[src/common/stepper_pkg.sv]
package stepper_pkg;

  // One SPI word, header byte in the top 8 bits
  typedef logic [63:0] word_t;
  typedef logic [7:0] hdr_t;

  // Command codes
  localparam hdr_t CMD_MOVE      = 8'd1;  // Header + one payload word
  localparam hdr_t CMD_DIVISOR   = 8'd3;
  localparam hdr_t CMD_MICROSTEP = 8'd4;

  // CLK cycles per tick
  typedef logic [23:0] divisor_t;
  localparam divisor_t DEFAULT_DIVISOR = 24'd32;

  // Microstep mode, 4*2^m steps per electrical cycle
  typedef logic [2:0] ustep_t;
  localparam ustep_t USTEP_MAX = 3'd4;

  // Move length in ticks
  typedef logic [31:0] duration_t;

  // Signed velocity and acceleration terms
  typedef logic signed [31:0] rate_t;

  // Step phase accumulator
  typedef logic [31:0] accum_t;

  // Electrical position of the bridge, one cycle is 1024
  typedef logic [9:0] epos_t;

  // Decoder FSM
  typedef enum logic [1:0] {
    IDLE,
    WAIT_PAYLOAD,  // Move header seen, velocity/accel word next
    OFFER_MOVE     // Move pending, waiting for the step generator
  } dec_state_t;

endpackage

[src/spi/spi_word_rx.sv]
module spi_word_rx #(
  parameter int WORD_BITS = 64
) (
  input  logic               CLK,
  input  logic               rst,
  input  logic               sck,
  input  logic               ssel,
  input  logic               mosi,
  output logic               miso,
  output logic               word_req,
  input  logic               word_ack,
  output stepper_pkg::word_t word_data,
  output logic               overrun
);
  import stepper_pkg::*;

  localparam int CNT_W = $clog2(WORD_BITS + 1);

  logic [1:0] sck_s;
  logic [1:0] ssel_s;
  logic [1:0] mosi_s;
  logic sck_d;
  logic ssel_d;
  logic [CNT_W-1:0] bit_cnt;
  word_t rx_shift;
  word_t tx_shift;
  word_t echo_word;  // Last complete word, sent back on the next transfer
  logic sck_rise;
  logic sck_fall;
  logic ssel_rise;
  logic ssel_fall;
  logic word_done;
  logic hs_idle;

  assign sck_rise  = sck_s[1] && !sck_d;
  assign sck_fall  = !sck_s[1] && sck_d;
  assign ssel_rise = ssel_s[1] && !ssel_d;
  assign ssel_fall = !ssel_s[1] && ssel_d;
  assign word_done = ssel_rise && (bit_cnt == CNT_W'(WORD_BITS));
  assign hs_idle   = !word_req && !word_ack;

  assign miso = tx_shift[$bits(word_t)-1];  // MSB first

  // Two-flop synchronizers into the CLK domain
  always_ff @(posedge CLK) begin
    if (rst) begin
      sck_s  <= 2'b00;
      ssel_s <= 2'b11;  // Deselected
      sck_d  <= 1'b0;
      ssel_d <= 1'b1;
    end else begin
      sck_s  <= {sck_s[0], sck};
      ssel_s <= {ssel_s[0], ssel};
      sck_d  <= sck_s[1];
      ssel_d <= ssel_s[1];
    end
    mosi_s <= {mosi_s[0], mosi};
  end

  // Bit count and handshake
  always_ff @(posedge CLK) begin
    if (rst) begin
      bit_cnt  <= '0;
      word_req <= 1'b0;
      overrun  <= 1'b0;
    end else begin
      if (ssel_fall)
        bit_cnt <= '0;
      else if (sck_rise && !ssel_s[1] && bit_cnt != CNT_W'(WORD_BITS))
        bit_cnt <= bit_cnt + 1'b1;

      if (word_req && word_ack)
        word_req <= 1'b0;
      else if (word_done && hs_idle)
        word_req <= 1'b1;

      if (word_done && !hs_idle)
        overrun <= 1'b1;  // Sticky, the word is lost
    end
  end

  // Shift registers
  always_ff @(posedge CLK) begin
    if (sck_rise && !ssel_s[1])
      rx_shift <= {rx_shift[$bits(word_t)-2:0], mosi_s[1]};

    if (ssel_fall)
      tx_shift <= echo_word;
    else if (sck_fall && !ssel_s[1])
      tx_shift <= {tx_shift[$bits(word_t)-2:0], 1'b0};

    if (word_done) begin
      echo_word <= rx_shift;
      if (hs_idle)
        word_data <= rx_shift;
    end
  end

  a_word_stable : assert property (@(posedge CLK) disable iff (rst)
    word_req |=> !word_req || $stable(word_data))
    else $error("word_data changed while word_req was high");

endmodule

[src/design/command_decoder.sv]
module command_decoder (
  input  logic                   CLK,
  input  logic                   rst,
  input  logic                   word_req,
  output logic                   word_ack,
  input  stepper_pkg::word_t     word_data,
  output stepper_pkg::divisor_t  divisor,
  output stepper_pkg::ustep_t    ustep_mode,
  output logic                   move_req,
  input  logic                   move_ack,
  output logic                   move_dir,
  output stepper_pkg::duration_t move_duration,
  output stepper_pkg::rate_t     move_velocity,
  output stepper_pkg::rate_t     move_accel
);
  import stepper_pkg::*;

  dec_state_t state;
  hdr_t hdr;
  logic take;      // Word acknowledged and still presented
  logic can_ack;

  assign hdr  = word_data[63:56];
  assign take = word_req && word_ack;

  // Only one move fits in the pending slot
  assign can_ack = !(state == OFFER_MOVE && hdr == CMD_MOVE);

  always_ff @(posedge CLK) begin
    if (rst) begin
      word_ack <= 1'b0;
    end else if (word_ack && !word_req) begin
      word_ack <= 1'b0;
    end else if (word_req && !word_ack && can_ack) begin
      word_ack <= 1'b1;
    end
  end

  always_ff @(posedge CLK) begin
    if (rst) begin
      state      <= IDLE;
      divisor    <= DEFAULT_DIVISOR;
      ustep_mode <= '0;
      move_req   <= 1'b0;
    end else begin
      // Settings words pass in any state except the payload slot
      if (take && state != WAIT_PAYLOAD) begin
        if (hdr == CMD_DIVISOR)
          divisor <= (word_data[23:0] == '0) ? divisor_t'(1) : word_data[23:0];
        if (hdr == CMD_MICROSTEP)
          ustep_mode <= (word_data[2:0] > USTEP_MAX) ? USTEP_MAX : word_data[2:0];
      end

      case (state)
        IDLE: begin
          if (take && hdr == CMD_MOVE)
            state <= WAIT_PAYLOAD;
        end
        WAIT_PAYLOAD: begin
          if (take) begin
            move_req <= !move_ack;  // Previous handshake normally long done
            state    <= OFFER_MOVE;
          end
        end
        OFFER_MOVE: begin
          if (move_req && move_ack) begin
            move_req <= 1'b0;
            state    <= IDLE;
          end else if (!move_req && !move_ack) begin
            move_req <= 1'b1;
          end
        end
        default: state <= IDLE;
      endcase
    end
  end

  // Move fields, held while move_req is high
  always_ff @(posedge CLK) begin
    if (take && state == IDLE && hdr == CMD_MOVE) begin
      move_dir      <= word_data[0];
      move_duration <= word_data[31:0];
    end
    if (take && state == WAIT_PAYLOAD) begin
      move_velocity <= word_data[63:32];
      move_accel    <= word_data[31:0];
    end
  end

  a_move_req_held : assert property (@(posedge CLK) disable iff (rst)
    $fell(move_req) |-> $past(move_ack))
    else $error("move_req dropped before move_ack");

endmodule

[src/design/step_generator.sv]
module step_generator (
  input  logic                   CLK,
  input  logic                   rst,
  input  stepper_pkg::divisor_t  divisor,
  input  logic                   move_req,
  output logic                   move_ack,
  input  logic                   move_dir,
  input  stepper_pkg::duration_t move_duration,
  input  stepper_pkg::rate_t     move_velocity,
  input  stepper_pkg::rate_t     move_accel,
  output logic                   busy,
  output logic                   step,
  output logic                   dir
);
  import stepper_pkg::*;

  divisor_t div_cur;  // Divisor of the running tick
  divisor_t div_cnt;
  duration_t k;       // Ticks done so far
  duration_t k_next;
  duration_t dur_r;
  rate_t vel_r;
  rate_t accel_r;
  rate_t inc_term;
  accum_t acc;
  logic [33:0] sum_ext;
  logic tick;
  logic fin;          // Last tick done, busy drops next

  assign tick     = (div_cnt >= div_cur - 1'b1);
  assign k_next   = k + 1'b1;
  assign inc_term = vel_r + rate_t'(k_next) * accel_r;

  // Bits 33..32 nonzero on carry out or on a negative sum
  assign sum_ext = {2'b00, acc} + {{2{inc_term[31]}}, inc_term};

  always_ff @(posedge CLK) begin
    if (rst) begin
      move_ack <= 1'b0;
      busy     <= 1'b0;
      fin      <= 1'b0;
      step     <= 1'b0;
      acc      <= '0;
      div_cnt  <= '0;
      div_cur  <= DEFAULT_DIVISOR;
      k        <= '0;
    end else begin
      step <= 1'b0;

      if (move_ack && !move_req)
        move_ack <= 1'b0;

      if (!busy) begin
        if (move_req && !move_ack) begin
          move_ack <= 1'b1;
          busy     <= 1'b1;
          fin      <= (move_duration == '0);  // Empty move
          acc      <= '0;                     // Each move starts from a clear phase
          div_cnt  <= '0;
          div_cur  <= divisor;
          k        <= '0;
        end
      end else if (fin) begin
        busy <= 1'b0;
        fin  <= 1'b0;
      end else if (tick) begin
        div_cnt <= '0;
        div_cur <= divisor;  // New divisor applies from here
        k       <= k_next;
        acc     <= sum_ext[31:0];
        step    <= (sum_ext[33:32] != 2'b00);
        if (k_next == dur_r)
          fin <= 1'b1;
      end else begin
        div_cnt <= div_cnt + 1'b1;
      end
    end
  end

  // Move latched at start, the decoder may load the next one meanwhile
  always_ff @(posedge CLK) begin
    if (!busy && move_req && !move_ack) begin
      dir     <= move_dir;
      dur_r   <= move_duration;
      vel_r   <= move_velocity;
      accel_r <= move_accel;
    end
  end

  // A tick every cycle can carry twice in a row
  a_step_pulse : assert property (@(posedge CLK) disable iff (rst)
    (step && div_cur != divisor_t'(1)) |=> !step)
    else $error("step high for two cycles");

endmodule

[src/design/hbridge_driver.sv]
module hbridge_driver (
  input  logic                CLK,
  input  logic                rst,
  input  logic                step,
  input  logic                dir,
  input  stepper_pkg::ustep_t ustep_mode,
  output logic                phase_a1,
  output logic                phase_a2,
  output logic                phase_b1,
  output logic                phase_b2,
  output logic                pwm_a,
  output logic                pwm_b
);
  import stepper_pkg::*;

  epos_t position;
  epos_t step_size;
  logic [1:0] quadrant;
  logic [7:0] offset;    // Position inside the quadrant
  logic [7:0] pwm_cnt;

  // Full step is a quarter of the electrical cycle
  assign step_size = epos_t'(256) >> ustep_mode;
  assign quadrant  = position[9:8];
  assign offset    = position[7:0];

  always_ff @(posedge CLK) begin
    if (rst) begin
      position <= '0;
      pwm_cnt  <= '0;
    end else begin
      pwm_cnt <= pwm_cnt + 1'b1;  // Free running
      if (step) begin
        if (dir)
          position <= position + step_size;
        else
          position <= position - step_size;
      end
    end
  end

  // Quadrant order A+B+, A-B+, A-B-, A+B-
  always_comb begin
    case (quadrant)
      2'd0: {phase_a1, phase_a2, phase_b1, phase_b2} = 4'b1010;
      2'd1: {phase_a1, phase_a2, phase_b1, phase_b2} = 4'b0110;
      2'd2: {phase_a1, phase_a2, phase_b1, phase_b2} = 4'b0101;
      default: {phase_a1, phase_a2, phase_b1, phase_b2} = 4'b1001;
    endcase
  end

  // Linear current ramp, A fades out while B fades in
  assign pwm_a = (pwm_cnt <= 8'd255 - offset);
  assign pwm_b = (pwm_cnt <= offset);

endmodule

[src/design/stepper_top.sv]
module stepper_top #(
  parameter int WORD_BITS = 64
) (
  input  logic CLK,
  input  logic rst,
  input  logic sck,
  input  logic ssel,
  input  logic mosi,
  output logic miso,
  output logic phase_a1,
  output logic phase_a2,
  output logic phase_b1,
  output logic phase_b2,
  output logic pwm_a,
  output logic pwm_b,
  output logic busy,
  output logic step,
  output logic overrun
);
  import stepper_pkg::*;

  logic word_req;
  logic word_ack;
  word_t word_data;
  divisor_t divisor;
  ustep_t ustep_mode;
  logic move_req;
  logic move_ack;
  logic move_dir;
  duration_t move_duration;
  rate_t move_velocity;
  rate_t move_accel;
  logic dir;

  spi_word_rx #(
    .WORD_BITS(WORD_BITS)
  ) u_spi (
    .CLK(CLK), .rst(rst),
    .sck(sck), .ssel(ssel), .mosi(mosi), .miso(miso),
    .word_req(word_req), .word_ack(word_ack), .word_data(word_data),
    .overrun(overrun)
  );

  command_decoder u_dec (
    .CLK(CLK), .rst(rst),
    .word_req(word_req), .word_ack(word_ack), .word_data(word_data),
    .divisor(divisor), .ustep_mode(ustep_mode),
    .move_req(move_req), .move_ack(move_ack), .move_dir(move_dir),
    .move_duration(move_duration), .move_velocity(move_velocity),
    .move_accel(move_accel)
  );

  step_generator u_gen (
    .CLK(CLK), .rst(rst), .divisor(divisor),
    .move_req(move_req), .move_ack(move_ack), .move_dir(move_dir),
    .move_duration(move_duration), .move_velocity(move_velocity),
    .move_accel(move_accel),
    .busy(busy), .step(step), .dir(dir)
  );

  hbridge_driver u_drv (
    .CLK(CLK), .rst(rst), .step(step), .dir(dir), .ustep_mode(ustep_mode),
    .phase_a1(phase_a1), .phase_a2(phase_a2),
    .phase_b1(phase_b1), .phase_b2(phase_b2),
    .pwm_a(pwm_a), .pwm_b(pwm_b)
  );

endmodule

[config.mk]
export PLATFORM = sky130hd
export DESIGN_NAME = stepper_top
export DESIGN_NICKNAME = d
export VERILOG_FILES = /design/src/common/stepper_pkg.sv /design/src/spi/spi_word_rx.sv /design/src/design/command_decoder.sv /design/src/design/step_generator.sv /design/src/design/hbridge_driver.sv /design/src/design/stepper_top.sv
export SDC_FILE = /design/constraint.sdc
export NUM_CORES = 2
export LEC_CHECK = 0
export BUFFER_PORTS_ARGS = -buffer_cell sky130_fd_sc_hd__buf_2
export CAP_MARGIN = 10
export CELL_PAD_IN_SITES_DETAIL_PLACEMENT = 0
export CELL_PAD_IN_SITES_GLOBAL_PLACEMENT = 1
export CORE_ASPECT_RATIO = 0.9
export CORE_MARGIN = 3
export CORE_UTILIZATION = 53
export CTS_CLUSTER_DIAMETER = 150
export DETAILED_ROUTE_END_ITERATION = 8
export PLACE_DENSITY_LB_ADDON = 0.1
export SYNTH_ARGS = -nofsm -noshare
export SYNTH_HDL_FRONTEND = slang
export SYNTH_SLANG_ARGS = --single-unit
[constraint.sdc]
create_clock -name CLK -period 10.8 [get_ports CLK]
set_input_delay 1.62 -clock CLK [delete_from_list [all_inputs] [get_ports CLK]]
set_output_delay 1.62 -clock CLK [all_outputs]
set_load 0.005 [all_outputs]
* Word-level counts from Yosys, hierarchy flattened *
Cells that the tools add are included.

word-level totals
  register bits after elaboration = 632
  bits of input ports = 5
  output and inout port bits = 10

cells by class
  add/subtract/negate cells = 10
  multiply operators = 1
  magnitude comparators = 4
  eq/ne operators = 17
  shift operators = 1
  multiplexer cells = 43
  bitwise operators = 2
  reduce and logical (&&, ||, !) cells = 59

operators by type and width
  cell                     number
  $mux W32                 7
  $mux W24                 9
  $mux W64                 2
  $add A33 B32 Y34         1
  $add A32 B1 Y32 const B  1
  $add A32 B32 Y32         1
  $eq A32 B32 Y1           1
  $logic_not A32 Y1        1
  $mul A32 B32 Y32         1
  $logic_and A1 B1 Y1      27
  $add A24 B1 Y24 const B  1
  $ge A24 B24 Y1           1
  $logic_not A24 Y1        1
  $sub A24 B1 Y24 const B  1
  $mux W1                  18
  $le A8 B8 Y1             2
  $logic_not A1 Y1         11
  $add A10 B10 Y10         1
  $mux W10                 1
  $reduce_or A2 Y1         5
  $shr A9 B3 Y10 const A   1
  $sub A10 B10 Y10         1
  $reduce_and A3 Y1        3
  $add A8 B1 Y8 const B    1
  22 further kinds         38

* Longest topological paths before layout *
  depth after elaboration = 7
  depth in mapped cells = 44

* Modules after synthesis *
From an unflattened synthesis, not the netlist that was laid out.

second synthesis, totals
  cells, all modules = 4021
  area, all modules = 43183.9 um^2

by module, submodules not included
  module           instances  cells each  area an instance (um^2)  seq. area each (um^2)
  step_generator   1          3081        28332.2                  5235.0
  spi_word_rx      1          535         9143.8                   8027.7
  command_decoder  1          230         4236.6                   3503.4
  hbridge_driver   1          175         1471.4                   340.3

* Least setup slack after synthesis *
OpenSTA, ideal clock, no wires.

  path type = register to register
  start = reg u_gen.k[4]
  end = reg u_gen.step
  arrival = 9.680 ns
  data required time = 10.728 ns
  setup slack = 1.048 ns
  stages on the path, launching flop included = 39
  buffers on the path = 1
  period minus slack after synthesis = 9.752 ns
  path through = dfxtp_1 > nand4_1 > nor4_2 > and4_1 > xnor2_1 > clkbuf_1 > nor2b_1 > fa_1 > fa_1 > inv_1 > fa_1 > fa_1 > fa_1 > inv_1 > fa_1 > fa_1 > inv_1 > fa_1 > [3 not listed] > a311oi_1 > a21oi_1 > a211oi_1 > nor3_1 > a41oi_1 > nor2b_1 > xnor2_1 > ha_1 > nand2_1 > or2_2 > or4_1 > a21oi_1 > o31ai_1 > a21oi_1 > o21ba_2 > a211o_1 > nand3_1 > mux2i_1

between the ends
  cells in the longest elaborated chain, start to end = 5

RTL lines
  item                    RTL line              source
  start, declared         step_generator.sv:19  duration_t k;
  start signal, assigned  step_generator.sv:69  k <= k_next;
  $add A32 B1 Y32         step_generator.sv:31  assign k_next = k + 1'b1;
  $mul A32 B32 Y32        step_generator.sv:32  assign inc_term = vel_r + rate_t'(k_next) * accel_r;
  $add A32 B32 Y32        step_generator.sv:32
  $add A33 B32 Y34        step_generator.sv:35  assign sum_ext = {2'b00, acc} + {{2{inc_term[31]}}, inc_term};
  $reduce_bool A2 Y1      step_generator.sv:71  step <= (sum_ext[33:32] != 2'b00);
  end signal, assigned    step_generator.sv:71
  end, declared           step_generator.sv:12  output logic step,

Every way passes these cells.
A chain may end at the register's enable or synchronous reset.

* Worst setup path after layout *
  start = reg u_gen.k[2]
  end = reg u_gen.step

The elaborated chain is that of the path after synthesis.

==> results_dict.tcl <==
set metrics [dict create \
    worst_pin_slew_ns 1.26 \
    synthCells 3885 \
    hp-start "u_spi.mosi_s[0]$_DFF_P_" \
    syn2layout_area_growth_pct 9.01 \
    drt_first_pass_iters 6 \
    die_area_sq_um 84300 \
    min_period_ns 10.16 \
    synth_simple_gate_area_frac 0.140 \
    htree_levels 2 \
    die_w_um 306 \
    fin_tns_setup_ns 0 \
    status "finished, final reports clean" \
    path_class "reg2reg" \
    num_io_pins 15 \
    max_stage_delay_ns 0.64 \
    leakagePower_nw 19.1 \
    vias_per_cell 5.46 \
    crit_path_start_kind "flop" \
    avgSynthCellArea_sq_um 11.0 \
    synth_cell_type_count 76 \
    grt_max_degree 84 \
    synth_top_family_by_area "adder cells" \
    row_count 98 \
    num_antenna_cells 0 \
    grt_pass1_wl_mm 164 \
    antenna_found_initial 0 \
    first_iter_violations 1939 \
    holdWs_ns 0.329 \
    synth_area_leaders "edfxtp_1 (31%), fa_1 (21%), dfxtp_1 (8.5%)" \
    cp_slowest_cell "xnor2_2" \
    synth_compound_area_frac 0.0539 \
    rr_endpoint "u_gen.step$_SDFF_PP0_" \
    grt-ovfl-total 0 \
    dpl.hpwl_mm 79.1 \
    fillers 6604 \
    cp-end-kind "flop" \
    synth_common_cells "inv_1 (589), edfxtp_1 (448), fa_1 (440)" \
    syn_nets 4571 \
    slew_headroom 0.162 \
    cts_tree "done" \
    synth_warnings 0 \
    crit_fanout 15 \
    critical_path_required_ns 11.36 \
    rsz0062_at_grt "false" \
    synth_seq_cells 629 \
    yosysTopAreaCell "edfxtp_1" \
    clk_path_buf_depth 3 \
    muxShareOfSynthArea 0.0203 \
    synth_fa_ha_area_frac 0.276 \
    fmax_mhz 98.4 \
    drt_wl_total_mm 104 \
    worst_ep_arrival_time_ns 10.72 \
    vdd_ir_drop_max_mv 0.162 \
    stdcell_area_sq_um 46700 \
    grt_pass1_vias 28300 \
    reg2reg_depth 37 \
    placed_area_sq_um 44400 \
    drt-wirelength-per-cell_um 20.8 \
    ctsHoldBuffers 0 \
    setup_viol 0 \
    vias 27300 \
    io_buffers 14 \
    rr_startpoint "u_gen.k[2]$_SDFFE_PP0P_" \
    grtUsageTotal 0.252 \
    path_clk_slew_ns 0.07 \
    hold_viol_final 0 \
    max_cap_viol_count 0 \
    reg2reg_slack_ns 0.64 \
    synth_edf_count 448 \
    crit_path_frequent_cell "fa_1" \
    post-route-period-util 0.941 \
    yosysSeqAreaShare 0.399 \
    root_buffer "clkbuf_16" \
    synth_area_sq_um 42800 \
    drcViolationCount 0 \
    start_util 0.537 \
    die_y_um 276 \
    ant_nets 0 \
    cp_top_family "adder cells" \
    worstHoldPathCells 0 \
    gp_congestion 0.898 \
    layout-drive-gt1-share 0.0805 \
    cts_sinks 629 \
    pre_cts_slack_ns 0.442 \
    worstHoldPathType "reg2reg" \
    p_total_mw 4.87 \
    holdPathEnd "u_spi.mosi_s[1]$_DFF_P_" \
    yosysTopAreaCellShare 0.314 \
    finalClockSkew_ns 0.0335 \
    final_max_slew_viol_count 0 \
    synth-main-ff-cell "edfxtp_1" \
    fin_cells 5001 \
    clock_latency_ns 0.65 \
    yosys.area_share.xor_xnor 0.0466 \
    worst_slack_ns 0.637 \
    utilization 0.585 \
    power.density_nw_per_um2 104 \
    core_area_sq_um 79800 \
    final_nets 4586 \
    critical_path_cell_count 37 \
    yosysMostFrequentCell "inv_1" \
    async_flop_share 0 \
    crit_buf_inv 5 \
    place_inst 4883 \
    cts_made_buffers 60 \
]
==> worst register-to-register path: cells and delay by family (launching register included) <==
family,cells,cell delay [ns]
DFF,1,0.50
and+or+nand+nor,8,1.70
adders and majority gates,10,3.88
muxes,1,0.17
AOI/OAI and AO/OA,11,2.38
xor gates and xnor gates,2,0.81
buffers and inverters,5,0.68
==> final cells by class <==
cell class / count / area (sq um) / share of cell area
timing repair buffer: 104 / 752 / 0.0161
multi-input combinational: 2516 / 23200 / 0.497
clock inverter: 43 / 576 / 0.0123
inverter: 589 / 2210 / 0.0473
tap: 1050 / 1310 / 0.0281
sequential: 629 / 17100 / 0.366
clock buffer: 70 / 1580 / 0.0338
==> layout by cell type (no fill, tap or decap), types with 34 or more instances in the layout <==
| cell type | count |
|---|---|
| a21o_1 | 34 |
| inv_1 | 588 |
| nand3_1 | 68 |
| xor2_1 | 54 |
| ha_1 | 241 |
| mux2_2 | 63 |
| nor2_1 | 120 |
| clkbuf_16 | 60 |
| buf_4 | 90 |
| fa_1 | 440 |
| dfxtp_1 | 180 |
| and2_1 | 262 |
| nor2b_1 | 84 |
| nand2b_1 | 37 |
| o21ai_0 | 68 |
| nand2_1 | 389 |
| a21oi_1 | 168 |
| edfxtp_1 | 448 |
| nor3_1 | 34 |
| xnor2_1 | 143 |
==> cells by family (layout without fill, tap and decap cells) <==
logic type,Yosys count,in the layout
simple gates,1156,1156
fa+ha+maj,681,681
flops,629,629
mux,79,79
compound gates,384,384
buf+inv,740,806
xor+xnor,216,216
==> worst max path at each step <==
| stage | from | endpoint | slack, ns |
|---|---|---|---|
| after floorplan | u_gen.k[4]$_SDFFE_PP0P_ | u_gen.step$_SDFF_PP0_ | 1.05 |
| after global placement | u_gen.k[2]$_SDFFE_PP0P_ | u_gen.step$_SDFF_PP0_ | 0.60 |
| after detailed placement | u_gen.k[2]$_SDFFE_PP0P_ | u_gen.step$_SDFF_PP0_ | 0.44 |
| after CTS | u_gen.k[2]$_SDFFE_PP0P_ | u_gen.step$_SDFF_PP0_ | 0.40 |
| after global routing | u_gen.k[2]$_SDFFE_PP0P_ | u_gen.step$_SDFF_PP0_ | 0.0007 |
| final | u_gen.k[2]$_SDFFE_PP0P_ | u_gen.step$_SDFF_PP0_ | 0.64 |
==> what timing repair did <==
item,CTS,global route
buffers inserted,0,4
resized for setup,0,10
setup endpoints to repair,0,1
==> registers in the layout, indices dropped and copies added (netlist names), 32 cells and up <==
register             cells
u_dec.move_accel        32
u_gen.dur_r             32
u_spi.rx_shift          64
u_gen.acc               32
u_dec.move_duration     32
u_spi.echo_word         64
u_gen.k                 32
u_gen.accel_r           32
u_spi.tx_shift          64
u_dec.move_velocity     32
u_gen.vel_r             32
u_spi.word_data         64
==> report_power, final <==
| group | switching (mW) | internal, mW |
|---|---|---|
| sequential | 0.00456 | 2.57 |
| clock | 0.930 | 1.32 |
| combinational | 0.0291 | 0.0170 |
| total | 0.963 | 3.91 |
==> per-layer routing <==
| layer | wire length, um | GRT usage | vias to the layer above |
|---|---|---|---|
| li1 | - | - | 12700 |
| met1 | 48000 | 0.358 | 13800 |
| met2 | 48300 | 0.414 | 673 |
| met3 | 5270 | 0.0342 | 124 |
| met4 | 2360 | 0.0618 | 0 |
| met5 | 0 | 0 | - |
Power figures use the tool's default switching activity.
